--- src/hw/vid_pkg.sv ---
// Video colour stage shared types

`default_nettype none

package vid_pkg;

    // Palette address width
    localparam int LUT_AW = 8;

    // Palette select for the two playfields
    typedef enum logic {
        LUT_A = 1'b0,
        LUT_B = 1'b1
    } lut_sel_e;

    // Arithmetic operations selected by B when ext is set
    typedef enum logic [1:0] {
        OP_ADD_WRAP  = 2'd0,
        OP_SUB_WRAP  = 2'd1,
        OP_ADD_CLAMP = 2'd2,
        OP_SUB_CLAMP = 2'd3
    } blend_op_e;

    // Alpha levels of B over A
    localparam logic [1:0] ALPHA_A    = 2'd0;
    localparam logic [1:0] ALPHA_3A1B = 2'd1;
    localparam logic [1:0] ALPHA_HALF = 2'd2;
    localparam logic [1:0] ALPHA_B    = 2'd3;

    typedef struct packed {
        logic [3:0] r;
        logic [3:0] g;
        logic [3:0] b;
    } rgb_t;

    typedef struct packed {
        logic [1:0] alpha;
        logic       mix;
        logic       ext;
        rgb_t       rgb;
    } argb_alpha_t;

    typedef struct packed {
        blend_op_e  op;
        logic       mix;
        logic       ext;
        rgb_t       rgb;
    } argb_op_t;

    // Top two bits read as alpha or op depending on ext
    typedef union packed {
        argb_alpha_t blend;
        argb_op_t    arith;
    } argb_t;

endpackage

`default_nettype wire

--- src/hw/lut_wr_if.sv ---
// Palette write bus

`default_nettype none

interface lut_wr_if import vid_pkg::*; ();

    logic              we;
    lut_sel_e          sel;
    logic [LUT_AW-1:0] addr;
    argb_t             data;

    // Write port side
    modport master (
        output we,
        output sel,
        output addr,
        output data
    );

    // Palette side
    modport slave (
        input we,
        input sel,
        input addr,
        input data
    );

endinterface

`default_nettype wire

--- src/hw/color_lut.sv ---
// Playfield colour palette

`default_nettype none

module color_lut import vid_pkg::*; #(
    parameter lut_sel_e LUT_ID = LUT_A
) (
    input  wire logic              clk,
    lut_wr_if.slave                wr,
    input  wire logic [LUT_AW-1:0] addr_i,
    output      argb_t             color_o
);

    localparam int DEPTH = 2 ** LUT_AW;

    argb_t mem [DEPTH];
    logic  wr_hit;

    // Only writes addressed to this palette
    assign wr_hit = wr.we && (wr.sel == LUT_ID);

    always_ff @(posedge clk) begin
        if (wr_hit) begin
            mem[wr.addr] <= wr.data;
        end
    end

    // Registered read, old data on a same-cycle write
    always_ff @(posedge clk) begin
        color_o <= mem[addr_i];
    end

endmodule

`default_nettype wire

--- src/flat_wrapper.sv ---
// flat-port wrapper written by rule: the top's interface ports become plain ports
module color_lut_flat import vid_pkg::*;
#(
    parameter lut_sel_e LUT_ID = LUT_A
)
  (clk, addr_i, color_o, wr_we, wr_sel, wr_addr, wr_data);
  lut_wr_if wr_i ();
  input  wire logic clk;
  input  wire logic [LUT_AW-1:0] addr_i;
  output      argb_t color_o;
  input wire logic [$bits(wr_i.we)-1:0] wr_we;
  input wire logic [$bits(wr_i.sel)-1:0] wr_sel;
  input wire logic [$bits(wr_i.addr)-1:0] wr_addr;
  input wire logic [$bits(wr_i.data)-1:0] wr_data;
  assign wr_i.we = wr_we;
  assign wr_i.sel = wr_sel;
  assign wr_i.addr = wr_addr;
  assign wr_i.data = wr_data;
  color_lut #(.LUT_ID(LUT_ID)) u_core (.clk(clk), .wr(wr_i), .addr_i(addr_i), .color_o(color_o));
endmodule
--- config.mk ---
export PLATFORM = sky130hd
export DESIGN_NAME = color_lut_flat
export DESIGN_NICKNAME = d
export VERILOG_FILES = /design/src/hw/vid_pkg.sv /design/src/hw/lut_wr_if.sv /design/src/hw/color_lut.sv /design/src/flat_wrapper.sv
export SDC_FILE = /design/constraint.sdc
export NUM_CORES = 2
export LEC_CHECK = 0
export ABC_AREA = 0
export ABC_CLOCK_PERIOD_IN_PS = 4000
export BUFFER_PORTS_ARGS = -buffer_cell sky130_fd_sc_hd__clkbuf_2
export CORE_MARGIN = 3
export CORE_UTILIZATION = 68
export CTS_CLUSTER_SIZE = 20
export DETAILED_ROUTE_END_ITERATION = 8
export GPL_TIMING_DRIVEN = 0
export PLACE_DENSITY_LB_ADDON = 0.1
export SLEW_MARGIN = 10
export SYNTH_ARGS = -nofsm -noshare
export SYNTH_HDL_FRONTEND = slang
export SYNTH_SLANG_ARGS = --single-unit
--- constraint.sdc ---
create_clock -name clk -period 4 [get_ports clk]
set_clock_uncertainty 0.05 [all_clocks]
set_input_delay 0.2 -clock clk [delete_from_list [all_inputs] [get_ports clk]]
set_output_delay 0.2 -clock clk [all_outputs]
set_load 0.02 [all_outputs]
==> results of run 1 <==
[kinds of logic after synthesis]
group,count (synthesis)
AOI/OAI and AO/OA,727
buffers and inverters,455
DFF,4112
and+or+nand+nor,605
muxes,1448
[through the flow]
| step | hold WS [ns] | cell area (sq um) | setup WS [ns] | utilization, % |
|---|---|---|---|---|
| 2_1_floorplan | 0.249 | 160000 | 1.57 | - |
| 3_3_place_gp | 0.566 | 164000 | -3.20 | 70.2 |
| 3_5_place_dp | 0.406 | 170000 | -2.26 | 72.9 |
[Yosys cell counts (all sizes together) (16+ instances only)]
library cell	count	share of area, %
o221ai	249	1.4
clkbuf	175	0.43
a22o	27	0.15
o31ai	20	0.094
nor4	23	0.098
a221oi	29	0.16
a2111oi	26	0.17
nand3	30	0.094
mux2i	586	3.7
o22ai	132	0.52
nor2b	17	0.067
edfxtp	4096	77
nor3	120	0.38
o21ai	28	0.088
nand4	26	0.10
mux4	799	11
a21oi	135	0.42
mux2	63	0.44
a211oi	18	0.085
nor2	293	0.69
a22oi	16	0.075
nand2	57	0.13
buf	267	1.5
dfxtp	16	0.20
==> run metrics, run 1 <==
complex-gate fraction of the synthesized area 3.39%; # resized after CTS 40; outcome aborted with a tool error; Post-Synth Adder-Cell Area 0%; H-tree depth 5; # Post-CTS Setup Buffers 0; # IOs 51; Synth Net Count 7382; post-synthesis simple-gate area fraction 1.74%; Post-synth EDFFs 4096; Port Buffers 42; die extent in x 490 microns; CTS max path bufs 4; Site Rows 177; FFs w/ async S/R, synth 0%; Inst Count DP 10793; RePlAce Congestion 1.11; CTS buffer count 413; Synth Warn # 0; Halt Reason [ERROR DPL-0033] detailed placement checks failed during check placement.; multiplexer area fraction after synthesis 15.6%; top_reg_cell synth edfxtp_1; XOR/XNOR share of the synthesized area 0%; clk sinks 4112; Yosys reg bits 4112; largest family of logic cells by synthesized area multiplexers; hold_buf cts 27; Post-Syn Area per Cell 21.7 sq um; Initial Util 68.5%; Mapped Area 160000 sq um; Root Buffer Master clkbuf_16; failing step 4_1_cts; DP HPWL 386000 microns; post-synthesis sequential area ratio 77.3%; Post-Synthesis Cells 7347; Synth cell types 71; Die Ht 490 microns
==> run 2: changes to the inputs <==
--- a/config.mk
+++ b/config.mk
@@ -9,11 +9,10 @@
 export ABC_CLOCK_PERIOD_IN_PS = 4000
 export BUFFER_PORTS_ARGS = -buffer_cell sky130_fd_sc_hd__clkbuf_2
 export CORE_MARGIN = 3
-export CORE_UTILIZATION = 68
-export CTS_CLUSTER_SIZE = 20
+export CORE_UTILIZATION = 40
 export DETAILED_ROUTE_END_ITERATION = 8
 export GPL_TIMING_DRIVEN = 0
-export PLACE_DENSITY_LB_ADDON = 0.1
+export PLACE_DENSITY_LB_ADDON = 0.15
 export SLEW_MARGIN = 10
 export SYNTH_ARGS = -nofsm -noshare
 export SYNTH_HDL_FRONTEND = slang
==> run metrics, run 2 <==
top_reg_cell synth edfxtp_1 (unchanged); Switching Share 23.0%; post-synthesis sequential area ratio 77.3% (unchanged); Synth Warn # 0 (unchanged); final wirelength 607000 microns; max reg flops 4096; top cell type's share of synthesized area 77.1% (unchanged); first-pass GRT wire length 789000 microns; Setup WS post-layout -0.260 ns; full die area 406000 sq um; CP Capture Type flip-flop; r2r worst-path depth 6; TritonCTS clock tree yes; Max Cap Violations 1; Post-route DRC 0; Post-Syn Area per Cell 21.7 sq um (unchanged); hold path start wr_data[4]; kind of critical path in -> reg; commonest cells after routing, fill and taps aside edfxtp_1, mux4_2, mux2i_1; Post-Synthesis Cells 7347 (unchanged); Nets 8087; reg2reg start u_core.mem[240][9]$_DFFE_PP_; max-slew violation count 11; hold depth 2; biggest regs u_core.mem (4096), u_core.color_o (16); Worst-Margin Slew 1.52 ns; count leader, synth edfxtp_1 (unchanged); Site Rows 231 (was 177); setup tns final -1.85 ns; Post-Place Setup Slack -2.20 ns (was -2.26 ns); CP dominant cell by count buf_2; Port Buffers 42 (unchanged); Mapped Area 160000 sq um (unchanged); clock slew at reported path FFs 0.06 ns; min Tclk post-route 4.26 ns; clk sinks 4112 (unchanged); outcome finished with violations (was aborted with a tool error); Hold Fails Final Rpt 0; WP data required 4.75 ns; final worst-path cycle share 106%; CP max stage cell nor3_1; Hold EP u_core.mem[68][4]$_DFFE_PP_; worst skew pair latency 1.03 ns; die extent in x 638 microns (was 490 microns); Leakage 58.8 nW; synth cell count leaders edfxtp_1, mux4_2, mux2i_1 (unchanged); layout cells sized above 1 27.8%; DP HPWL 418000 microns (was 386000 microns); Gate power share 6.3%; Max stage delay on crit path 0.92 ns; Initial Util 40.2% (was 68.5%); Hold Slack 0.0613 ns; Vias/cell 6.32; largest reg by FF count u_core.mem; Final ANT Viol Nets 0; # IOs 51 (unchanged); total congestion overflow 0; Die Ht 638 microns (was 490 microns); initial antenna violation count 67; Root Buffer Master clkbuf_16 (unchanged); Wirelength per Cell 44.3 microns; Worst setup SP type input port; largest net degree at the start of global routing 141; Critical Path Fanout Max 10; Psw 21.5 mW; Crit path max-delay family buffers and inverters; commonest non-fill, non-tap cell in the layout edfxtp_1; fin cells 13686; Inst Count DP 12844 (was 10793); Post-synth EDFFs 4096 (unchanged); Area Growth Syn to Fin 17.0%; CTS max path bufs 4 (unchanged); Relative slew margins -1.48%; GRT Util Overall 29.4%; Clock Power Share 42.8%; vias in the first global route 82965; Synth cell types 71 (unchanged); Yosys reg bits 4112 (unchanged); cell internal pwr 71.9 mW; FFs w/ async S/R, synth 0% (unchanged); HP Class in -> reg; Yosys top cell by area edfxtp_1 (unchanged); CTS buffer count 433 (was 413); arrival time worst endpoint 5.01 ns; Synth area leaders edfxtp_1, mux4_2, mux2i_1 (unchanged); peak supply drop 0.357 mV; DR iter-0 viols 14445; Max Fclk 235 MHz; H-tree depth 5 (unchanged); Buf/Inv on CP 5; via count 86506; failing checks max-capacitance violations, max-slew violations, negative setup slack; worst reg-to-reg setup slack 0.39 ns; drt pass-1 iters 6; Core Box Area 397000 sq um; Fillers 32770; worst path cell trace buf_4 -> buf_2 -> buf_2 -> buf_2 -> buf_2 -> mux4_2 -> o22ai_1 -> nor3_2 -> nor3_1 -> nor3_1; capturing point of the worst reg2reg path u_core.color_o[9]$_DFF_P_; pwr dens 500 nW/um^2; Synth Net Count 7382 (unchanged); Sequential Power Share 50.9%; RePlAce Congestion 0.999 (was 1.11); # setup viols final 15
run 2: kinds of logic after synthesis:
kind of cell	share of synthesized area [%]
DFF	77.3
buffers and inverters	1.99
and+or+nand+nor	1.74
muxes	15.6
AOI/OAI and AO/OA	3.39
run 2: how the worst max path moves through the flow:
stage	startpoint	end	slack (ns)	cells past startpoint
global route	addr_i[3]	u_core.color_o[15]$_DFF_P_	-0.0006	11
detailed placement	addr_i[1]	u_core.color_o[8]$_DFF_P_	-2.20	10
global placement	addr_i[1]	u_core.color_o[12]$_DFF_P_	-4.17	10
CTS	addr_i[1]	u_core.color_o[7]$_DFF_P_	0.002	10
floorplan	wr_we	u_core.mem[112][0]$_DFFE_PP_	1.57	6
finish	addr_i[1]	u_core.color_o[12]$_DFF_P_	-0.26	10
run 2: worst register-to-register path: stages (launching register included):
cell and delay, ns:
edfxtp_1 0.33, mux2i_1 0.08, o221ai_1 0.45, o221ai_1 0.23, a2111oi_1 0.86, nand4_1 0.65
nor4_2 0.76
run 2: per-stage QoR:
step                total power, mW  util, %  area [sq um]
CTS                            93.6     47.0        186000
detailed placement             54.1     43.4        172000
floorplan                      50.8        -        160000
global route                   95.4     47.0        187000
global placement               54.1     41.9        166000
finish                         93.4     47.0        187000
run 2: layout make-up:
class                   count  area (sq um)  share of cell area (%)
multi-input cells        2780         34800                    18.7
flip-flops and latches   4112        123000                    66.1
repair buffers            274          4510                    2.42
plain buffers             446          3280                    1.76
inverters                   5          20.0                  0.0107
clock inverters           257          2650                    1.42
clock buffers             531         11300                    6.05
well taps                5242          6560                    3.52
diodes                     39          97.6                  0.0523
run 2: power by group through the flow:
stage	registers (mW)	clock network, mW	logic [mW]
CTS	47.5	40.3	5.79
detailed placement	48.4	0	5.74
global route	47.5	42.0	5.94
global placement	48.7	0	5.42
finish	47.5	39.9	5.92
floorplan	48.4	0	2.34
run 2: layer usage:
layer  track usage [%]  vias up  wire (microns)
met3              8.23     1337           66100
met2              44.2     5773          271000
met1              38.1    46500          226000
met4              17.7       22           44100
li1                  -    32874               -
met5                 0        -             173
run 2: timing repair:
item,CTS,global route
gates resized for setup,64,9
hold endpoints to repair,1798,0
hold buffers,18,0
setup buffers,0,0
pin swaps,0,0
setup endpoints to repair,16,5
Note: power is estimated with default switching activity, not from simulation.
