**src/hw/vid_pkg.sv**
```systemverilog
// Video colour stage shared types

`default_nettype none

package vid_pkg;

    // Palette address width
    localparam int LUT_AW = 8;

    // Palette select for the two playfields
    typedef enum logic {
        LUT_A = 1'b0,
        LUT_B = 1'b1
    } lut_sel_e;

    // Arithmetic operations selected by B when ext is set
    typedef enum logic [1:0] {
        OP_ADD_WRAP  = 2'd0,
        OP_SUB_WRAP  = 2'd1,
        OP_ADD_CLAMP = 2'd2,
        OP_SUB_CLAMP = 2'd3
    } blend_op_e;

    // Alpha levels of B over A
    localparam logic [1:0] ALPHA_A    = 2'd0;
    localparam logic [1:0] ALPHA_3A1B = 2'd1;
    localparam logic [1:0] ALPHA_HALF = 2'd2;
    localparam logic [1:0] ALPHA_B    = 2'd3;

    typedef struct packed {
        logic [3:0] r;
        logic [3:0] g;
        logic [3:0] b;
    } rgb_t;

    typedef struct packed {
        logic [1:0] alpha;
        logic       mix;
        logic       ext;
        rgb_t       rgb;
    } argb_alpha_t;

    typedef struct packed {
        blend_op_e  op;
        logic       mix;
        logic       ext;
        rgb_t       rgb;
    } argb_op_t;

    // Top two bits read as alpha or op depending on ext
    typedef union packed {
        argb_alpha_t blend;
        argb_op_t    arith;
    } argb_t;

endpackage

`default_nettype wire

```
**src/hw/lut_wr_if.sv**
```systemverilog
// Palette write bus

`default_nettype none

interface lut_wr_if import vid_pkg::*; ();

    logic              we;
    lut_sel_e          sel;
    logic [LUT_AW-1:0] addr;
    argb_t             data;

    // Write port side
    modport master (
        output we,
        output sel,
        output addr,
        output data
    );

    // Palette side
    modport slave (
        input we,
        input sel,
        input addr,
        input data
    );

endinterface

`default_nettype wire

```
**src/hw/lut_write_port.sv**
```systemverilog
// Palette write handshake port

`default_nettype none

module lut_write_port import vid_pkg::*; (
    input  wire logic              clk,
    input  wire logic              rst_n_i,
    input  wire logic              req_i,
    output      logic              ack_o,
    input  wire lut_sel_e          sel_i,
    input  wire logic [LUT_AW-1:0] addr_i,
    input  wire argb_t             data_i,
    lut_wr_if.master               wr
);

    typedef enum logic {
        ST_IDLE  = 1'b0,
        ST_ACKED = 1'b1
    } wp_state_e;

    wp_state_e         state;
    logic              we_q;
    lut_sel_e          sel_q;
    logic [LUT_AW-1:0] addr_q;
    argb_t             data_q;
    logic              accept;

    // New request only taken once ack has dropped
    assign accept = (state == ST_IDLE) && req_i;

    always_ff @(posedge clk) begin
        if (!rst_n_i) begin
            state <= ST_IDLE;
            we_q  <= 1'b0;
        end else begin
            we_q <= 1'b0;
            case (state)
                ST_IDLE: begin
                    if (req_i) begin
                        state <= ST_ACKED;
                        we_q  <= 1'b1;
                    end
                end
                ST_ACKED: begin
                    // Hold ack until host releases req
                    if (!req_i) begin
                        state <= ST_IDLE;
                    end
                end
                default: state <= ST_IDLE;
            endcase
        end
    end

    // Latch host fields alongside the write pulse
    always_ff @(posedge clk) begin
        if (accept) begin
            sel_q  <= sel_i;
            addr_q <= addr_i;
            data_q <= data_i;
        end
    end

    assign ack_o   = (state == ST_ACKED);
    assign wr.we   = we_q;
    assign wr.sel  = sel_q;
    assign wr.addr = addr_q;
    assign wr.data = data_q;

endmodule

`default_nettype wire

```
**src/flat_wrapper.sv**
```systemverilog
// flat-port wrapper written by rule: the top's interface ports become plain ports
module lut_write_port_flat import vid_pkg::*;
  (clk, rst_n_i, req_i, ack_o, sel_i, addr_i, data_i, wr_we, wr_sel, wr_addr, wr_data);
  lut_wr_if wr_i ();
  input  wire logic clk;
  input  wire logic rst_n_i;
  input  wire logic req_i;
  output      logic ack_o;
  input  wire lut_sel_e sel_i;
  input  wire logic [LUT_AW-1:0] addr_i;
  input  wire argb_t data_i;
  output wire logic [$bits(wr_i.we)-1:0] wr_we;
  output wire logic [$bits(wr_i.sel)-1:0] wr_sel;
  output wire logic [$bits(wr_i.addr)-1:0] wr_addr;
  output wire logic [$bits(wr_i.data)-1:0] wr_data;
  assign wr_we = wr_i.we;
  assign wr_sel = wr_i.sel;
  assign wr_addr = wr_i.addr;
  assign wr_data = wr_i.data;
  lut_write_port u_core (.clk(clk), .rst_n_i(rst_n_i), .req_i(req_i), .ack_o(ack_o), .sel_i(sel_i), .addr_i(addr_i), .data_i(data_i), .wr(wr_i));
endmodule
```
**config.mk**
```make
export PLATFORM = sky130hd
export DESIGN_NAME = lut_write_port_flat
export DESIGN_NICKNAME = d
export VERILOG_FILES = /design/src/hw/vid_pkg.sv /design/src/hw/lut_wr_if.sv /design/src/hw/lut_write_port.sv /design/src/flat_wrapper.sv
export SDC_FILE = /design/constraint.sdc
export NUM_CORES = 1
export LEC_CHECK = 0
export BUFFER_PORTS_ARGS = -buffer_cell sky130_fd_sc_hd__buf_2
export CAP_MARGIN = 20
export CORE_MARGIN = 3
export CORE_UTILIZATION = 39
export DETAILED_ROUTE_END_ITERATION = 12
export GPL_TIMING_DRIVEN = 1
export PLACE_DENSITY_LB_ADDON = 0.2
export RECOVER_POWER = 50
export SLEW_MARGIN = 15
export SYNTH_ARGS = -nofsm -noshare
export SYNTH_HDL_FRONTEND = slang
export SYNTH_SLANG_ARGS = --single-unit
```
**constraint.sdc**
```tcl
create_clock -name clk -period 2.3 [get_ports clk]
set_input_delay 0.345 -clock clk [delete_from_list [all_inputs] [get_ports clk]]
set_output_delay 0.345 -clock clk [all_outputs]
set_load 0.03 [all_outputs]
```
==> results of run 1 <==
-- cells in the mapped netlist --
cell type / number
and2_1: 1
and3b_1: 1
dfxtp_1: 2
edfxtp_1: 25
nor2b_1: 1
-- worst max path at each step --
stage          slack, ps          from           endpoint
2_1_floorplan        310  u_core.ack_o  u_core.wr.addr[0]
3_3_place_gp        1120         req_i  u_core.wr.addr[6]
3_5_place_dp        1100         req_i  u_core.wr.addr[7]
4_1_cts             1050  u_core.ack_o              ack_o
5_1_grt              990  u_core.ack_o              ack_o
6_report            1050  u_core.ack_o              ack_o
-- sequential cells by signal, summed over array words and instances (netlist names) --
register / cells
u_core.wr.we: 1
u_core.wr.data: 16
u_core.wr.addr: 8
u_core.wr.sel: 1
u_core.ack_o: 1
-- per-layer routing --
layer / up-vias / global-route usage, % / wire (microns)
met5: - / 0 / 0
met4: 0 / 5.24 / 8
met3: 2 / 3.44 / 178
met2: 34 / 18.0 / 684
met1: 220 / 11.9 / 449
li1: 235 / - / -
-- layout make-up --
class / instances / area, sq um / area share (%)
timing repair buffer: 55 / 278 / 24.2
clock buffer: 4 / 26.3 / 2.29
sequential: 27 / 791 / 68.8
tap: 25 / 31.3 / 2.72
multi-input combinational: 3 / 23.8 / 2.07
-- cells by family after synthesis --
group,count (synthesis),synth area share (%)
flops,27,97.4
simple gates,3,2.62
-- cell usage in the layout, fill, tap and decap left out, drive strengths merged --
cell	netlist	layout
and2	1	1
and3b	1	1
buf	0	55
clkbuf	0	4
dfxtp	2	2
edfxtp	25	25
nor2b	1	1
-- worst register-to-register path, stage by stage, from the launching register on --
cell     delay [ps]
dfxtp_1         350
nor2b_2         100
buf_4           290
-- power breakdown --
part           switching (W)  total [W]  internal, W
clock network       0.000118   0.000185    0.0000676
registers         0.00000568   0.000573     0.000567
logic              0.0000757   0.000111    0.0000355
total               0.000199   0.000869     0.000670
-- stage by stage --
| step | cell area (sq um) | setup WS, ps | std cells | hold slack, ps |
|---|---|---|---|---|
| 3_5_place_dp | 1120 | 1100 | 110 | 523 |
| 6_report | 1150 | 1050 | 114 | 200 |
| 5_1_grt | 1150 | 994 | 114 | 171 |
| 2_1_floorplan | 812 | 307 | 30 | 444 |
| 3_3_place_gp | 1120 | 1120 | 110 | 523 |
| 4_1_cts | 1150 | 1050 | 114 | 191 |
==> reports/metrics.csv, run 1 <==
metric,value,unit
seq_area_frac_synth,97.4,%
die-area,2670,sq um
synthCells,30,
vdd_ir_drop_max,406,uV
worst_pin_slew,291,ps
total_power,0.000869,W
crit_fanout,3,
cp_cell_sequence,buf_2,
synth_area_leader_cell,edfxtp_1,
cts_hold_buf,0,
reg2reg_to,u_core.wr.addr[6],
synth.distinct_cells,5,
r2r-start,u_core.ack_o,
slew_violations,0,
reg2regPathDepth,2,
grt_setup_unrepaired,no,
portBuffers,54,
nets,118,
cp-start-kind,register,
syn_area,812,sq um
row_count,15,
slowest_delay,380,ps
min_from,data_i[6],
drv_cap,0,
status,"finished, final reports clean",
grt_max_degree,26,
grt_pass1_vias,463,
cts_resized,0,
synth_top_area_share,92.4,%
powerDensity,756,nW/um^2
track_usage,10.6,%
r2r_setup_slack,1230,ps
htreeDepth,1,
hold_viol,0,
wl,1320,microns
via_per_inst,4.31,
area_delta_synth_final,41.6,%
hpwl,1070,microns
dr_total_vias,491,
hold_depth,1,
ys_ff_latch,27,
grt_overflow,0,
routabilityCongestion,0.672,
hold_end,u_core.wr.data[6],
fp.dieW,51.6,microns
cts_buffers,3,
coreArea,1840,sq um
firstDrtPassIters,3,
period_needed,1250,ps
post_cts_buffers,0,
start_util,44.1,%
clkTransAtPathRegs,130,ps
cts-root-buf,clkbuf_4,
fillCellCount,164,
cts_tree,done,
clockBufferDepth,2,
syn-num-nets,58,
drt_drc_violations_left,0,
avgSynthCellArea,27.1,sq um
crit_type,register to output port,
clk_latency,310,ps
antenna_found_initial,0,
fmax,801,MHz
path_depth,1,
fin_crit_sh,54.3,%
fin_setup_tns,0,ps
yosys_warnings,0,
drive_gt1_share,66.3,%
crit_slowest_cell,dfxtp_1,
worstPathBufferInverterCount,1,
die_h,51.6,microns
utilization,62.5,%
maxSlewHeadroom,80.6,%
ios,55,
skew,10.1,ps
final_antenna_net_count,0,
critical_path_arrival,900,ps
setup_viol,0,
endpoint_kind,output port,
synth_area_leaders,"edfxtp_1 92%, dfxtp_1 4.9%, and3b_1 1.1%, and2_1 0.77%, nor2b_1 0.77%",
grt_first_pass_wirelength,2020,microns
first_iter_violations,4,
num_antenna_cells,0,
holdCritPathClass,input pin to register,
wl_per_cell,11.6,microns
crit_family,flip-flops,
cts.sinks,27,
p_leak,0.503,nW
crit_required,1960,ps
(Power assumes the default switching activity.)
==> run 2: changes to the inputs <==
- clock period: 2.3 -> 1.2 ns (I/O delays scaled with it)
==> run 2 against run 1 <==
Sequential power is 92% higher. Combinational power up 93%. Clock skew decreased by 9.4 ps. Critical path depth unchanged. Power grew 91%. Sequential share of layout area down 0.26 points. Worst setup slack worse by 910 ps. Count of clock-buffer cells in the layout did not move. Highest routed layer is now met3.
==> reports/metrics.csv, run 2 (synthesis gave the netlist of run 1 again) <==
metric,value,unit
crit_fanout,1,
p_leak,0.508,nW
hold_viol,0,
fin_setup_tns,0,ps
cp_cell_sequence,buf_2,
fin_crit_sh,88.5,%
worst_pin_slew,294,ps
met1_usage,9.51,%
hpwl,1050,microns
start_util,44.1,%
clk_latency,300,ps
grt_overflow,0,
final_antenna_net_count,0,
htreeDepth,1,
slowest_delay,390,ps
wl,1290,microns
grtUsageMet3,2.87,%
cts_tree,done,
row_count,15,
regArea,792,sq um
grt_pass1_vias,437,
antenna_found_initial,0,
via_per_inst,4.27,
min_from,addr_i[4],
wl_per_cell,11.3,microns
nets,118,
grt_max_degree,26,
coreArea,1840,sq um
dpl_worst_slack,262,ps
clkTransAtPathRegs,120,ps
clockBufferDepth,2,
grt_first_pass_wirelength,1830,microns
r2r_setup_slack,140,ps
fmax,942,MHz
final_common_cell,buf_2,
cts-root-buf,clkbuf_4,
grt_setup_unrepaired,no,
cp-start-kind,register,
firstDrtPassIters,2,
startpoint,u_core.wr.data[11],
status,"finished, final reports clean",
crit_required,1020,ps
cts_buffers,3,
fp.dieW,51.6,microns
multi_input_area,28.8,sq um
num_antenna_cells,0,
fin_ws,138,ps
r2r-start,u_core.ack_o,
fillCellCount,149,
cts_resized,0,
track_usage,9.71,%
crit_slowest_cell,edfxtp_1,
maxSlewHeadroom,80.4,%
post_cts_buffers,0,
holdCritPathClass,input pin to register,
drive_gt1_share,67.4,%
portBuffers,54,
vdd_ir_drop_max,942,uV
die-area,2670,sq um
slew_violations,0,
ios,55,
largest_reg_flops,16,
cts_hold_buf,0,
period_needed,1060,ps
area_delta_synth_final,42.4,%
worstPathBufferInverterCount,1,
first_iter_violations,2,
cts.sinks,27,
grt.busiest_layer,met2,
setup_viol,0,
dr_total_vias,487,
utilization,62.9,%
crit_type,register to output port,
mostFrequentLayoutCells,"54 x buf_2, 25 x edfxtp_1, 3 x clkbuf_4",
globalRouteMet2Util,18.0,%
skew,0.668,ps
critical_path_arrival,880,ps
crit_family,flip-flops,
routabilityCongestion,0.706,
endpoint_kind,output port,
die_h,51.6,microns
drt_drc_violations_left,0,
drv_cap,0,
powerDensity,1440,nW/um^2
==> run 2: final timing paths <==
path | endpoint | depth (start not counted)
worst min register to register | u_core.wr.we | 1
worst max register to register | u_core.wr.addr[6] | 2
worst max-delay path | wr_data[11] | 1
worst min-delay path | u_core.wr.addr[4] | 1
==> run 2: where the power goes <==
part	leakage (nW)	internal (W)	switching, W	total, W
Sequential	0.257	0.00109	0.0000116	0.00110
Clock	0.0150	0.000129	0.000218	0.000348
Combinational	0.236	0.0000694	0.000145	0.000214
Total	0.508	0.00129	0.000375	0.00166
==> run 2: per-layer routing <==
layer | routed length, microns | part of all wire [%]
met1 | 456 | 35
met2 | 701 | 54
met3 | 131 | 10
met4 | 0 | 0
met5 | 0 | 0
==> run 2: area by class of cell <==
cell class                      instances  share of cell area [%]
Sequential cell                        27                    68.5
Tap cell                               25                    2.71
Clock buffer                            4                    2.27
Multi-Input combinational cell          3                    2.49
Timing Repair Buffer                   55                    24.0
==> run 2: metrics by stage <==
step | instances | hold WS, ps | power (W) | instance area [sq um]
6_report | 114 | 44.8 | 0.00166 | 1160
5_1_grt | 114 | 11.0 | 0.00174 | 1160
4_1_cts | 114 | 31.6 | 0.00169 | 1170
3_5_place_dp | 110 | 358 | 0.00134 | 1140
3_3_place_gp | 110 | 358 | 0.00134 | 1140
2_1_floorplan | 30 | 279 | 0.00125 | 821
