### src/hw/vid_pkg.sv
// Video colour stage shared types

`default_nettype none

package vid_pkg;

    // Palette address width
    localparam int LUT_AW = 8;

    // Palette select for the two playfields
    typedef enum logic {
        LUT_A = 1'b0,
        LUT_B = 1'b1
    } lut_sel_e;

    // Arithmetic operations selected by B when ext is set
    typedef enum logic [1:0] {
        OP_ADD_WRAP  = 2'd0,
        OP_SUB_WRAP  = 2'd1,
        OP_ADD_CLAMP = 2'd2,
        OP_SUB_CLAMP = 2'd3
    } blend_op_e;

    // Alpha levels of B over A
    localparam logic [1:0] ALPHA_A    = 2'd0;
    localparam logic [1:0] ALPHA_3A1B = 2'd1;
    localparam logic [1:0] ALPHA_HALF = 2'd2;
    localparam logic [1:0] ALPHA_B    = 2'd3;

    typedef struct packed {
        logic [3:0] r;
        logic [3:0] g;
        logic [3:0] b;
    } rgb_t;

    typedef struct packed {
        logic [1:0] alpha;
        logic       mix;
        logic       ext;
        rgb_t       rgb;
    } argb_alpha_t;

    typedef struct packed {
        blend_op_e  op;
        logic       mix;
        logic       ext;
        rgb_t       rgb;
    } argb_op_t;

    // Top two bits read as alpha or op depending on ext
    typedef union packed {
        argb_alpha_t blend;
        argb_op_t    arith;
    } argb_t;

endpackage

`default_nettype wire

### src/hw/video_blend.sv
// Two-playfield colour blender

`default_nettype none

module video_blend import vid_pkg::*; #(
    parameter bit EN_BLEND_MIX   = 1'b1,
    parameter bit EN_BLEND_EXTRA = 1'b1
) (
    input  wire logic  clk,
    input  wire logic  rst_n_i,
    input  wire logic  hsync_i,
    input  wire logic  vsync_i,
    input  wire logic  dv_de_i,
    input  wire argb_t color_a_i,
    input  wire argb_t color_b_i,
    output      rgb_t  blend_rgb_o,
    output      logic  hsync_o,
    output      logic  vsync_o,
    output      logic  dv_de_o
);

    // First delay stage matches the palette read
    logic hsync_1;
    logic vsync_1;
    logic dv_de_1;

    logic      use_op;
    logic      use_mix;
    blend_op_e op;
    logic [1:0] alpha;
    rgb_t      rgb_a;
    rgb_t      rgb_b;
    rgb_t      mixed;

    // One 4-bit channel through the rule list
    function automatic logic [3:0] blend_chan(
        input logic [3:0] a,
        input logic [3:0] b,
        input logic       op_en,
        input blend_op_e  op_sel,
        input logic       mix_en,
        input logic [1:0] level
    );
        logic [4:0] sum;
        logic [4:0] diff;
        logic [5:0] sum_3a1b;
        logic [3:0] res;

        sum      = {1'b0, a} + {1'b0, b};
        diff     = {1'b0, a} - {1'b0, b};
        // 3A + B, divided by 4 below
        sum_3a1b = {2'b00, a} + {1'b0, a, 1'b0} + {2'b00, b};

        if (op_en) begin
            case (op_sel)
                OP_ADD_WRAP:  res = sum[3:0];
                OP_SUB_WRAP:  res = diff[3:0];
                OP_ADD_CLAMP: res = sum[4] ? 4'hF : sum[3:0];
                // Borrow out means A < B
                OP_SUB_CLAMP: res = diff[4] ? 4'h0 : diff[3:0];
                default:      res = sum[3:0];
            endcase
        end else if (mix_en) begin
            res = sum[3:0];
        end else begin
            case (level)
                ALPHA_A:    res = a;
                ALPHA_3A1B: res = sum_3a1b[5:2];
                ALPHA_HALF: res = sum[4:1];
                ALPHA_B:    res = b;
                default:    res = a;
            endcase
        end
        return res;
    endfunction

    // B's ext bit picks how its top bits decode
    assign use_op  = EN_BLEND_EXTRA && color_b_i.blend.ext;
    assign use_mix = EN_BLEND_MIX && color_a_i.blend.mix;
    assign op      = color_b_i.arith.op;
    assign alpha   = color_b_i.blend.alpha;
    assign rgb_a   = color_a_i.blend.rgb;
    assign rgb_b   = color_b_i.blend.rgb;

    always_comb begin
        mixed.r = blend_chan(rgb_a.r, rgb_b.r, use_op, op, use_mix, alpha);
        mixed.g = blend_chan(rgb_a.g, rgb_b.g, use_op, op, use_mix, alpha);
        mixed.b = blend_chan(rgb_a.b, rgb_b.b, use_op, op, use_mix, alpha);
    end

    always_ff @(posedge clk) begin
        if (!rst_n_i) begin
            blend_rgb_o <= '0;
        end else if (!dv_de_1) begin
            // Blank outside the display area
            blend_rgb_o <= '0;
        end else begin
            blend_rgb_o <= mixed;
        end
    end

    // Two-stage sync delay
    always_ff @(posedge clk) begin
        if (!rst_n_i) begin
            hsync_1 <= 1'b0;
            vsync_1 <= 1'b0;
            dv_de_1 <= 1'b0;
            hsync_o <= 1'b0;
            vsync_o <= 1'b0;
            dv_de_o <= 1'b0;
        end else begin
            hsync_1 <= hsync_i;
            vsync_1 <= vsync_i;
            dv_de_1 <= dv_de_i;
            hsync_o <= hsync_1;
            vsync_o <= vsync_1;
            dv_de_o <= dv_de_1;
        end
    end

endmodule

`default_nettype wire

### config.mk
export PLATFORM = sky130hd
export DESIGN_NAME = video_blend
export DESIGN_NICKNAME = d
export VERILOG_FILES = /design/src/hw/vid_pkg.sv /design/src/hw/video_blend.sv
export SDC_FILE = /design/constraint.sdc
export NUM_CORES = 1
export LEC_CHECK = 0
export BUFFER_PORTS_ARGS = -buffer_cell sky130_fd_sc_hd__buf_2
export CAP_MARGIN = 20
export CORE_ASPECT_RATIO = 1.5
export CORE_MARGIN = 3
export CORE_UTILIZATION = 57
export CTS_CLUSTER_SIZE = 16
export DETAILED_ROUTE_END_ITERATION = 6
export PLACE_DENSITY_LB_ADDON = 0.15
export RECOVER_POWER = 50
export SETUP_SLACK_MARGIN = 0.02
export SYNTH_ARGS = -nofsm -noshare
export SYNTH_HDL_FRONTEND = slang
export SYNTH_SLANG_ARGS = --single-unit
### constraint.sdc
create_clock -name clk -period 2.7 [get_ports clk]
set_input_delay 0.27 -clock clk [delete_from_list [all_inputs] [get_ports clk]]
set_output_delay 0.27 -clock clk [all_outputs]
set_load 0.02 [all_outputs]
==> results of run 1 <==
==> metal layers <==
layer  up-vias  global-route usage (%)
met5         -                       0
met4         0                   6.998
met3         8                  0.9963
met2        71                   43.72
met1      1164                   28.09
li1       1205                       -
==> worst register-to-register path, delay by kind of cell, from the launching register on <==
family             cells  cell delay (ps)
AOI/OAI and AO/OA      3              700
and+or+nand+nor        2              410
DFF                    1              310
==> power by group through the flow <==
| stage | clock network (W) | logic (W) | registers (W) |
|---|---|---|---|
| after floorplan | 0 | 0.000406 | 0.000300 |
| final | 0.000212 | 0.000563 | 0.000281 |
| after global routing | 0.000223 | 0.000632 | 0.000282 |
| after detailed placement | 0 | 0.000565 | 0.000287 |
| after global placement | 0 | 0.000551 | 0.000287 |
| after CTS | 0.000213 | 0.000568 | 0.000281 |
==> cell type report <==
type	count	area (µm²)	share of cell area (%)
Sequential cell	18	360.3	12.00
Inverter	37	138.9	4.623
Clock buffer	4	55.05	1.833
Tap cell	64	80.08	2.666
Timing Repair Buffer	49	235.2	7.830
Multi-Input combinational cell	247	2135	71.05
==> sequential cells by signal (all words and copies together), names as in the netlist <==
| name | count |
|---|---|
| blend_rgb_o | 12 |
| dv_de_1 | 1 |
| dv_de_o | 1 |
| hsync_1 | 1 |
| hsync_o | 1 |
| vsync_1 | 1 |
| vsync_o | 1 |
==> final timing paths <==
path | startpoint | to | slack (ps) | cells after the start
max | color_a_i[10] | blend_rgb_o[9]$_SDFF_PN0_ | 400 | 9
min | hsync_i | hsync_1$_SDFF_PN0_ | 230 | 2
max reg2reg | dv_de_1$_SDFF_PN0_ | blend_rgb_o[11]$_SDFF_PN0_ | 1210 | 5
min reg2reg | hsync_1$_SDFF_PN0_ | hsync_o$_SDFF_PN0_ | 440 | 1
==> stage by stage <==
| step | total power, W | hold slack (ps) | cell area (µm²) | setup WS, ps | util, % |
|---|---|---|---|---|---|
| 3_3_place_gp | 0.0008371 | 415.1 | 2964 | 153.6 | 64.73 |
| 6_report | 0.001056 | 227.4 | 3004 | 404.4 | 65.60 |
| 5_1_grt | 0.001137 | 229.2 | 3004 | 286.8 | 65.60 |
| 2_1_floorplan | 0.0007058 | 391.7 | 2739 | 425.5 | - |
| 4_1_cts | 0.001061 | 228.8 | 3019 | 397.2 | 65.93 |
| 3_5_place_dp | 0.0008519 | 418.1 | 2964 | 140.2 | 64.73 |
==> cell families after synthesis <==
kind of cell | after synthesis | synth area share [%]
AOI/OAI and AO/OA | 94 | 24.30
and+or+nand+nor | 77 | 14.67
DFF | 18 | 13.16
muxes | 7 | 4.980
adders and majority gates | 51 | 28.23
xor gates and xnor gates | 18 | 5.756
buffers and inverters | 52 | 8.908
==> placed cells by master (no fill, tap or decap), types with 2 or more instances in the layout <==
| cell | netlist | final |
|---|---|---|
| clkbuf_8 | 0 | 4 |
| clkbuf_1 | 3 | 12 |
| dfxtp_1 | 18 | 18 |
| mux4_2 | 4 | 4 |
| nand3b_1 | 3 | 3 |
| mux2i_1 | 2 | 2 |
| a211oi_1 | 7 | 7 |
| nand4_1 | 2 | 2 |
| a221oi_2 | 2 | 2 |
| nand3_1 | 3 | 3 |
| xnor2_1 | 13 | 13 |
| buf_4 | 4 | 2 |
| nand2_1 | 22 | 22 |
| o22ai_1 | 2 | 2 |
| inv_2 | 3 | 3 |
| and2_0 | 0 | 3 |
| o311ai_0 | 2 | 2 |
| nor3_1 | 6 | 6 |
| o21ai_1 | 3 | 3 |
| o211ai_1 | 4 | 4 |
| and2_1 | 5 | 2 |
| nand2b_1 | 6 | 6 |
| a21oi_1 | 24 | 24 |
| buf_2 | 3 | 35 |
| nor2_1 | 13 | 13 |
| o21ai_0 | 19 | 19 |
| xor2_1 | 5 | 5 |
| o31a_1 | 2 | 2 |
| inv_1 | 34 | 34 |
| a21o_1 | 2 | 2 |
| a31oi_1 | 5 | 5 |
| a31o_2 | 3 | 3 |
| o311ai_4 | 2 | 2 |
| fa_1 | 18 | 18 |
| ha_1 | 33 | 33 |
| nor2b_1 | 8 | 8 |
| a311oi_1 | 3 | 3 |
==> results_tabular.tex, run 1 <==
\begin{tabular}{lr}
\hline
Metric & Value \\
\hline
\multicolumn{2}{l}{\textbf{Run status}} \\
\quad Status & finished clean \\
\multicolumn{2}{l}{\textbf{Yosys}} \\
\quad Most instantiated cells after synthesis & inv\_1 (34), ha\_1 (33), a21oi\_1 (24), nand2\_1 (22), o21ai\_0 (19) \\
\quad Average cell area after synthesis & $\sim$8.6 µm² \\
\quad Cell with the most instances after synthesis & inv\_1 \\
\quad Number of synthesized flops with an enable pin & 0 \\
\quad Number of register bits inferred by synthesis & 18 \\
\quad Summed instance area of the synthesized netlist & between 0.002 and 0.003 mm² \\
\quad Proportion of register bits with asynchronous set or reset after synthesis & 0\% \\
\quad Number of warnings printed during yosys synthesis & 0 \\
\quad Most area-hungry cell type in the Yosys netlist & ha\_1 \\
\quad Number of nets produced by synthesis & roughly 400 \\
\quad Cell types occupying the most area after synthesis & ha\_1 (15\%), dfxtp\_1 (13\%), fa\_1 (13\%) \\
\quad Post-synth top area share & between 10\% and 20\% \\
\quad Most frequently used flop master after synthesis & dfxtp\_1 \\
\quad Mapped Cells & 317 \\
\quad Number of distinct standard cells referenced by the synthesized netlist & 61 \\
\quad Share of the yosys chip area belonging to registers & around an eighth \\
\multicolumn{2}{l}{\textbf{Route}} \\
\quad DRC violation count after routing & 0 \\
\quad Met3 wire len & roughly 230 µm \\
\quad Iteration-0 DRC count of the detailed router & 118 \\
\quad Number of search-and-repair iterations in the first detailed-routing pass & 4 \\
\quad WL final & 6371 µm \\
\quad Vias per cell & around 6 \\
\quad Average wire per standard cell & 15.21 µm \\
\quad Vias post-DR & about 2400 \\
\quad Antenna Violating Nets Remaining & 0 \\
\quad Routed metal-1 wire length & between 2000 and 3000 µm \\
\quad Detailed-routed wire length on met2 & about 3400 µm \\
\quad Top layer reached by signal wires & met4 \\
\multicolumn{2}{l}{\textbf{Place}} \\
\quad Number of port buffers & 47 \\
\quad Estimated wirelength of the detail-placed design & about 5200 µm \\
\quad Number of cells in the design after placement & roughly 420 \\
\quad Routability-driven placement congestion ratio & 0.8926 \\
\multicolumn{2}{l}{\textbf{Floorplanning}} \\
\quad Core ar. & between 0.004 and 0.005 mm² \\
\quad Number of core rows & 30 \\
\quad Total die area & about 0.0057 mm² \\
\quad Floorplan die height & between 90 and 100 µm \\
\quad I/O pins & 52 \\
\quad Die Width & 62.60 µm \\
\quad Initial core utilization & between 50 and 60\% \\
\multicolumn{2}{l}{\textbf{Flow run}} \\
\quad Max\_cap viols & 0 \\
\multicolumn{2}{l}{\textbf{Layout}} \\
\quad Ratio of cells with drive above 1 in the final layout & 16.34\% \\
\quad Non-filler cells in the finished layout & between 400 and 500 \\
\quad Final net count & approximately 440 \\
\quad FILL cells & $\sim$440 \\
\quad Number of inserted diodes & 0 \\
\quad Layout area overhead & 9.685\% \\
\multicolumn{2}{l}{\textbf{Worst setup path}} \\
\quad Largest incremental delay on the critical path & about 540 ps \\
\quad Crit start category & input pin \\
\quad Critical Path Most Common Cell & fa\_1 \\
\quad Cell with the largest stage delay on the worst path & fa\_1 \\
\quad Type of element capturing the critical path & flip-flop \\
\quad Crit path max fanout & 5 \\
\quad Signal arrival time at the worst endpoint & $\sim$2400 ps \\
\quad Combined buffer and inverter count along the critical path & 2 \\
\quad List of cells traversed by the critical path & buf\_2, fa\_1, inv\_1, fa\_1, xnor2\_1, mux4\_2, o21ai\_1, a21o\_1, a21oi\_1 \\
\quad CP required & between 2000 and 3000 ps \\
\quad Top Family by Delay on Critical Path & adder cells \\
\quad Type of the worst setup path & input pin to flip-flop \\
\multicolumn{2}{l}{\textbf{STA}} \\
\quad Worst slew margin & a little over half \\
\quad Post-route clock period utilization & 85.02\% \\
\quad RSZ-0062 raised after global routing & no \\
\quad Clock tree skew after final layout & around 1.2 ps \\
\quad Final setup TNS & 0 ps \\
\quad FMAX & 435.6 MHz \\
\quad Setup Viol. Count Final & 0 \\
\quad Final number of hold-violating endpoints & 0 \\
\quad Max-slew violation count & 0 \\
\quad Worst slew pin tran & 675.9 ps \\
\quad Fin crit period & roughly 2300 ps \\
\multicolumn{2}{l}{\textbf{Global route}} \\
\quad Number of global-route vias before repair & between 2000 and 2500 \\
\quad Remaining global-route overflow & 0 \\
\quad Wire length of the first global-routing pass & around 11000 µm \\
\quad Largest net degree at the start of global routing & 26 \\
\quad Initial antenna violation count & 0 \\
\quad Overall routing resource usage & roughly a quarter \\
\multicolumn{2}{l}{\textbf{Hold path}} \\
\quad Hold crit path type & input pin to flip-flop \\
\multicolumn{2}{l}{\textbf{Clock network}} \\
\quad Maximum buffer depth of the clock tree & 2 \\
\quad Clock insertion delay at the later pin of the skew report & between 200 and 250 ps \\
\quad Number of buffers inserted during clock tree synthesis & 3 \\
\quad Register clock-pin slew on the reported worst setup and hold paths & about 70 ps \\
\quad Hold buffer count at cts & 0 \\
\quad TritonCTS clock tree & built \\
\quad Sinks on the clock net & 18 \\
\quad H-tree depth reported by CTS & 1 \\
\quad Resize count post-CTS & 0 \\
\quad Post-CTS Repair Setup Buffers & 0 \\
\quad CTS root buffer & clkbuf\_8 \\
\multicolumn{2}{l}{\textbf{Pwr}} \\
\quad Static leakage power & 1.327 nW \\
\quad Total net switching power & approximately 0.00040 W \\
\quad Areal power density over the cells & about 350 mW/mm² \\
\quad Worst vdd rail ir drop & a little under 0.2 mV \\
\quad Switching portion of total power & 38.26\% \\
\quad Power share of the sequential group & 26.6\% \\
\quad Share of total power in combinational logic & between 50\% and 60\% \\
\quad Clk network pwr share & about a fifth \\
\quad Internal & between 0.0006 and 0.0007 W \\
\hline
\end{tabular}
Power figures use the tool's default switching activity.
==> inputs of run 2 (changes only) <==
- clock period: 2.7 -> 2.3 ns (I/O delays scaled with it)
==> run 2 against run 1 <==
Clock power rose by 21%. Non-clock buffer count rose by 23. Die area did not move. Via count rose by 5.1%. Cell count rose by 5.5%. First-iteration DRC count fell by 18%. Critical endpoint unchanged. Largest cell class unchanged. Largest power group unchanged.
==> results_tabular.tex, run 2 (same netlist as run 1, synthesis figures left out) <==
\begin{tabular}{lr}
\hline
Metric & Value \\
\hline
\multicolumn{2}{l}{\textbf{Clock network}} \\
\quad Sinks on the clock net & 18 (unchanged) \\
\quad Hold buffer count at cts & 0 (unchanged) \\
\quad CTS root buffer & clkbuf\_8 \\
\quad Register clock-pin slew on the reported worst setup and hold paths & 70 ps (about the same) \\
\quad Maximum buffer depth of the clock tree & 2 (unchanged) \\
\quad H-tree depth reported by CTS & 1 (unchanged) \\
\quad Number of buffers inserted during clock tree synthesis & 3 (unchanged) \\
\quad TritonCTS clock tree & built \\
\quad Clock insertion delay at the later pin of the skew report & 250 ps (about the same) \\
\multicolumn{2}{l}{\textbf{Route}} \\
\quad Number of search-and-repair iterations in the first detailed-routing pass & 4 (unchanged) \\
\quad Vias per cell & 5.821 (-0.36\%) \\
\quad WL final & 6746 µm (+5.9\%) \\
\quad Average wire per standard cell & 15.26 µm (+0.38\%) \\
\quad Antenna Violating Nets Remaining & 0 (unchanged) \\
\quad Iteration-0 DRC count of the detailed router & 97 (-18\%) \\
\quad DRC violation count after routing & 0 (unchanged) \\
\quad Vias post-DR & 2573 (+5.1\%) \\
\multicolumn{2}{l}{\textbf{Floorplanning}} \\
\quad Core ar. & 0.004579 mm² (unchanged) \\
\quad Floorplan die height & 90.90 µm (unchanged) \\
\quad Total die area & 0.005690 mm² (unchanged) \\
\quad Number of core rows & 30 (unchanged) \\
\quad Die Width & 62.60 µm (unchanged) \\
\quad Initial core utilization & 59.81\% (unchanged) \\
\quad I/O pins & 52 (unchanged) \\
\multicolumn{2}{l}{\textbf{Hold path}} \\
\quad Hold crit path type & input pin to flip-flop \\
\multicolumn{2}{l}{\textbf{Layout}} \\
\quad Most common cell after layout, fill and taps aside & buf\_2 \\
\quad FILL cells & 414 (-5.0\%) \\
\quad Non-filler cells in the finished layout & 442 (+5.5\%) \\
\quad Final net count & 467 (+5.2\%) \\
\quad Ratio of cells with drive above 1 in the final layout & 22.22\% (+5.9 points) \\
\quad Register with the most flip-flops & blend\_rgb\_o \\
\quad Number of inserted diodes & 0 (unchanged) \\
\quad Layout area overhead & 16.22\% \\
\quad Leading cell types in the layout, fill and taps excluded & buf\_2 (36), inv\_1 (34), ha\_1 (33) \\
\quad Largest register FFs & 12 (unchanged) \\
\multicolumn{2}{l}{\textbf{Place}} \\
\quad Routability-driven placement congestion ratio & 0.8941 (+0.17\%) \\
\quad Number of port buffers & 47 (unchanged) \\
\quad Number of cells in the design after placement & 438 (+5.5\%) \\
\quad Estimated wirelength of the detail-placed design & 5613 µm (+7.0\%) \\
\multicolumn{2}{l}{\textbf{Pwr}} \\
\quad Worst vdd rail ir drop & 0.2228 mV (+14\%) \\
\quad Areal power density over the cells & 406.1 mW/mm² (+16\%) \\
\quad Static leakage power & 1.440 nW (+8.5\%) \\
\multicolumn{2}{l}{\textbf{STA}} \\
\quad Final setup TNS & 0 ps (unchanged) \\
\quad Setup Viol. Count Final & 0 (unchanged) \\
\quad Clock tree skew after final layout & 6.933 ps (+5.759 ps) \\
\quad Post-route clock period utilization & 95.31\% \\
\quad Final number of hold-violating endpoints & 0 (unchanged) \\
\quad Worst slew pin tran & 565.8 ps (-110.1 ps) \\
\quad FMAX & between 400 and 500 MHz \\
\quad Max-slew violation count & 0 (unchanged) \\
\quad Fin crit period & $\sim$2200 ps \\
\quad RSZ-0062 raised after global routing & no \\
\quad Worst slew margin & 61.31\% (+6.9 points) \\
\multicolumn{2}{l}{\textbf{Worst setup path}} \\
\quad Type of the worst setup path & input pin to flip-flop \\
\quad Largest incremental delay on the critical path & 570 ps (+30 ps) \\
\quad Signal arrival time at the worst endpoint & 2320 ps (-100 ps) \\
\quad Crit path max fanout & 3 (-2) \\
\quad List of cells traversed by the critical path & buf\_2, fa\_1, inv\_1, fa\_2, xnor2\_1, mux4\_2, o21ai\_2, a21o\_1, a21oi\_1 \\
\quad CP required & 2430 ps (-390 ps) \\
\quad Type of element capturing the critical path & flip-flop \\
\quad Crit start category & input pin \\
\quad Cell with the largest stage delay on the worst path & fa\_1 \\
\multicolumn{2}{l}{\textbf{Global route}} \\
\quad Remaining global-route overflow & 0 (unchanged) \\
\quad Initial antenna violation count & 0 (unchanged) \\
\quad Wire length of the first global-routing pass & 11850 µm (+8.0\%) \\
\quad Largest net degree at the start of global routing & 24 (-7.7\%) \\
\quad Overall routing resource usage & 25.05\% (+1.8 points) \\
\quad Number of global-route vias before repair & 2724 (+14\%) \\
\multicolumn{2}{l}{\textbf{Flow run}} \\
\quad Max\_cap viols & 0 (unchanged) \\
\multicolumn{2}{l}{\textbf{Run status}} \\
\quad Status & finished clean \\
\hline
\end{tabular}
## run 2: changes by cell type in the layout (fill, tap and decap cells not counted)
| cell | change |
|---|---|
| o21ai_1 | -1 |
| fa_1 | -2 |
| buf_4 | +22 |
| and2_1 | +2 |
| o21ai_2 | +1 |
| and2_0 | -2 |
| fa_2 | +2 |
| buf_2 | +1 |
## run 2: layer usage
layer  vias to the layer above  global-route usage, %  part of all wire [%]
li1                       1252                      -                     -
met1                      1210                  27.34                    38
met2                        89                  47.28                    55
met3                        22                  2.242                   4.5
met4                         0                  12.15                   3.2
met5                         -                      0                     0
## run 2: critical path: cells and delay by family
family / cells / cell delay [ps]
compound gates: 3 / 290
fa+ha+maj: 2 / 960
mux: 1 / 480
buf+inv: 2 / 210
xor+xnor: 1 / 150
## run 2: worst paths after layout
check                           from                    endpoint  slack, ps  cells past startpoint
hold reg to reg   hsync_1$_SDFF_PN0_          hsync_o$_SDFF_PN0_        430                      1
setup reg to reg  dv_de_1$_SDFF_PN0_  blend_rgb_o[11]$_SDFF_PN0_        900                      5
hold / removal               vsync_i          vsync_1$_SDFF_PN0_        190                      2
setup / recovery        color_a_i[9]   blend_rgb_o[9]$_SDFF_PN0_        110                      9
## run 2: layout make-up
type	count	area [µm²]	area share, %
multi-input cells	247	2143	67.34
clock buffers	4	55.05	1.730
flip-flops and latches	18	360.3	11.32
repair buffers	72	405.4	12.74
well taps	64	80.08	2.516
inverters	37	138.9	4.363
## run 2: power by group
part / switching [W] / total (W) / internal, W
combinational: 0.000385 / 0.000706 / 0.000321
sequential: 0.00000361 / 0.000330 / 0.000326
clock: 0.000104 / 0.000256 / 0.000152
total: 0.000493 / 0.00129 / 0.000800
## run 2: repair_timing
| item | in CTS | in global routing |
|---|---|---|
| buffers inserted | 0 | 0 |
| resized for setup | 0 | 3 |
| setup endpoints to repair | 0 | 2 |
## run 2: metrics by stage
step                       power, W  hold WS (ps)  utilization (%)  worst slack, ps  cell area [µm²]
after global routing       0.001394         185.7            69.51            41.05             3183
after CTS                  0.001295         186.1            69.70            34.55             3192
final                      0.001293         189.7            69.51            107.8             3183
after floorplan           0.0008286         351.7                -            65.52             2739
after global placement     0.001020         413.7            68.50           -176.5             3137
after detailed placement   0.001038         421.0            68.50           -230.8             3137
==> inputs of run 3 (changes only) <==
- CORE_MARGIN: 3 -> default
==> run 3 against run 2 <==
Via count decreased by 1.2%. Worst setup slack worse by 21 ps. Hold slack got worse by 7.0 ps. Flip-flop and latch count is the same. First-iteration DRC count grew 33%. Final area unchanged. Largest power group unchanged.
==> results_tabular.tex, run 3 (same netlist as run 1, synthesis figures left out) <==
\begin{tabular}{lr}
\hline
Metric & Value \\
\hline
\multicolumn{2}{l}{\textbf{Route}} \\
\quad Top layer reached by signal wires & met4 \\
\quad Vias post-DR & 2541 (-1.2\%) \\
\quad Antenna Violating Nets Remaining & 0 (unchanged) \\
\quad DRC violation count after routing & 0 (unchanged) \\
\quad Met3 wire len & 168 µm (-45\%) \\
\quad Number of search-and-repair iterations in the first detailed-routing pass & 4 (unchanged) \\
\quad Detailed-routed wire length on met2 & 3648 µm (-1.1\%) \\
\quad Iteration-0 DRC count of the detailed router & 129 (+33\%) \\
\quad WL final & 6689 µm (-0.84\%) \\
\quad Vias per cell & 5.749 (-1.2\%) \\
\quad Routed metal-1 wire length & 2689 µm (+6.1\%) \\
\quad Average wire per standard cell & 15.13 µm (-0.84\%) \\
\multicolumn{2}{l}{\textbf{Floorplanning}} \\
\quad Die Width & 58.60 µm (-6.4\%) \\
\quad Initial core utilization & 59.81\% (unchanged) \\
\quad Total die area & 0.005092 mm² (-11\%) \\
\quad Number of core rows & 30 (unchanged) \\
\quad Core ar. & 0.004579 mm² (unchanged) \\
\quad I/O pins & 52 (unchanged) \\
\quad Floorplan die height & 86.90 µm (-4.4\%) \\
\multicolumn{2}{l}{\textbf{Layout}} \\
\quad Register with the most flip-flops & blend\_rgb\_o \\
\quad Leading cell types in the layout, fill and taps excluded & buf\_2 (36), inv\_1 (34), ha\_1 (33) \\
\quad Number of inserted diodes & 0 (unchanged) \\
\quad FILL cells & 433 (+4.6\%) \\
\quad Largest register FFs & 12 (unchanged) \\
\quad Most common cell after layout, fill and taps aside & buf\_2 \\
\quad Layout area overhead & 16.22\% (unchanged) \\
\quad Ratio of cells with drive above 1 in the final layout & 22.22\% (unchanged) \\
\quad Final net count & 467 (unchanged) \\
\multicolumn{2}{l}{\textbf{Pwr}} \\
\quad Total net switching power & 0.0004881 W (-1.0\%) \\
\quad Switching portion of total power & 37.96\% (-0.18 points) \\
\quad Power share of the sequential group & 25.7\% (+0.2 points) \\
\quad Internal & 0.0007977 W (-0.25\%) \\
\quad Share of total power in combinational logic & 54.9\% (+0.3 points) \\
\quad Total Power & 0.001286 W (-0.54\%) \\
\quad Areal power density over the cells & 404.0 mW/mm² (-0.54\%) \\
\quad Clk network pwr share & 19.4\% (-0.4 points) \\
\quad Static leakage power & 1.439 nW (about the same) \\
\quad Worst vdd rail ir drop & 0.2643 mV (+19\%) \\
\multicolumn{2}{l}{\textbf{STA}} \\
\quad Min setup slack post-route & 86.73 ps (-21.11 ps) \\
\quad Max-slew violation count & 0 (unchanged) \\
\quad Setup Viol. Count Final & 0 (unchanged) \\
\quad Post-route clock period utilization & 96.23\% (+0.92 points) \\
\quad Final number of hold-violating endpoints & 0 (unchanged) \\
\quad Worst slew margin & 62.15\% (+0.85 points) \\
\quad Fin crit period & 2213 ps (+21.11 ps) \\
\quad Clock tree skew after final layout & 2.881 ps (-4.052 ps) \\
\quad Worst slew pin tran & 553.4 ps (-12.41 ps) \\
\quad FMAX & 451.8 MHz (-0.95\%) \\
\quad RSZ-0062 raised after global routing & no \\
\quad Worst hold slack across all endpoints & 182.7 ps (-7.041 ps) \\
\multicolumn{2}{l}{\textbf{Worst setup path}} \\
\quad Type of element capturing the critical path & flip-flop \\
\quad Crit start category & input pin \\
\quad Crit path max fanout & 3 (unchanged) \\
\quad Signal arrival time at the worst endpoint & 2340 ps (+20 ps) \\
\quad Type of the worst setup path & input pin to flip-flop \\
\quad CP required & 2420 ps (about the same) \\
\multicolumn{2}{l}{\textbf{Global route}} \\
\quad Overall routing resource usage & 28.47\% (+3.4 points) \\
\quad Wire length of the first global-routing pass & 11240 µm (-5.1\%) \\
\quad Number of global-route vias before repair & 2519 (-7.5\%) \\
\quad Remaining global-route overflow & 0 (unchanged) \\
\quad Initial antenna violation count & 0 (unchanged) \\
\quad Largest net degree at the start of global routing & 24 (unchanged) \\
\multicolumn{2}{l}{\textbf{Flow run}} \\
\quad Max\_cap viols & 0 (unchanged) \\
\multicolumn{2}{l}{\textbf{Place}} \\
\quad Estimated wirelength of the detail-placed design & 5606 µm (-0.13\%) \\
\quad Routability-driven placement congestion ratio & 0.9166 (+2.5\%) \\
\quad Setup Slack @ Placement & -250.2 ps (-19.42 ps) \\
\quad Number of port buffers & 47 (unchanged) \\
\multicolumn{2}{l}{\textbf{Clock network}} \\
\quad Number of buffers inserted during clock tree synthesis & 3 (unchanged) \\
\quad Maximum buffer depth of the clock tree & 2 (unchanged) \\
\quad H-tree depth reported by CTS & 1 (unchanged) \\
\quad TritonCTS clock tree & built \\
\quad Clock insertion delay at the later pin of the skew report & 250 ps (about the same) \\
\quad CTS root buffer & clkbuf\_8 \\
\quad Register clock-pin slew on the reported worst setup and hold paths & 70 ps (about the same) \\
\quad Sinks on the clock net & 18 (unchanged) \\
\multicolumn{2}{l}{\textbf{Run status}} \\
\quad Status & finished clean \\
\multicolumn{2}{l}{\textbf{Hold path}} \\
\quad Hold crit path type & input pin to flip-flop \\
\hline
\end{tabular}
## run 3: cell counts in the layout (fill, tap and decap cells not counted)
Identical to the previous run, type by type.
## run 3: stage by stage
stage	TNS, ps	util, %	cell area [µm²]	instances
2_1_floorplan	0	-	2739	317
3_3_place_gp	-659.9	68.50	3137	438
3_5_place_dp	-775.3	68.50	3137	438
4_1_cts	0	69.75	3194	442
5_1_grt	0	69.51	3183	442
6_report	0	69.51	3183	442
## run 3: critical path, cell delays in order
cell	delay (ps)
buf_2	130
fa_1	560
inv_1	80
fa_2	400
xnor2_1	150
mux4_2	490
o21ai_2	130
a21o_1	130
a21oi_1	40
## run 3: power groups by stage
| stage | sequential (W) | combinational, W | clock [W] |
|---|---|---|---|
| CTS | 0.000330 | 0.000706 | 0.000253 |
| floorplan | 0.000352 | 0.000477 | 0 |
| global placement | 0.000337 | 0.000682 | 0 |
| detailed placement | 0.000337 | 0.000701 | 0 |
| global route | 0.000331 | 0.000789 | 0.000268 |
| finish | 0.000331 | 0.000706 | 0.000249 |
## run 3: cell type report
cell class | instances | area [µm²] | share of cell area [%]
Tap cell | 64 | 80.08 | 2.516
Multi-Input combinational cell | 247 | 2143 | 67.34
Sequential cell | 18 | 360.3 | 11.32
Inverter | 37 | 138.9 | 4.363
Clock buffer | 4 | 55.05 | 1.730
Timing Repair Buffer | 72 | 405.4 | 12.74
## run 3: final timing paths
kind / startpoint / endpoint / slack (ps) / cells after the start
min: hsync_i / hsync_1$_SDFF_PN0_ / 180 / 2
min reg2reg: hsync_1$_SDFF_PN0_ / hsync_o$_SDFF_PN0_ / 430 / 1
max: color_a_i[9] / blend_rgb_o[9]$_SDFF_PN0_ / 90 / 9
max reg2reg: dv_de_1$_SDFF_PN0_ / blend_rgb_o[11]$_SDFF_PN0_ / 870 / 5
## run 3: per-layer routing
metal,global-route usage (%),up-vias
met5,0,-
met4,9.307,0
met3,1.783,16
met2,54.55,65
met1,32.64,1206
li1,-,1254
## run 3: what timing repair did
action | CTS | global route
resized for setup | 1 | 2
buffers inserted | 0 | 0
endpoints found under the setup margin | 1 | 3
cloned | 0 | 0
hold buffers | 0 | 0
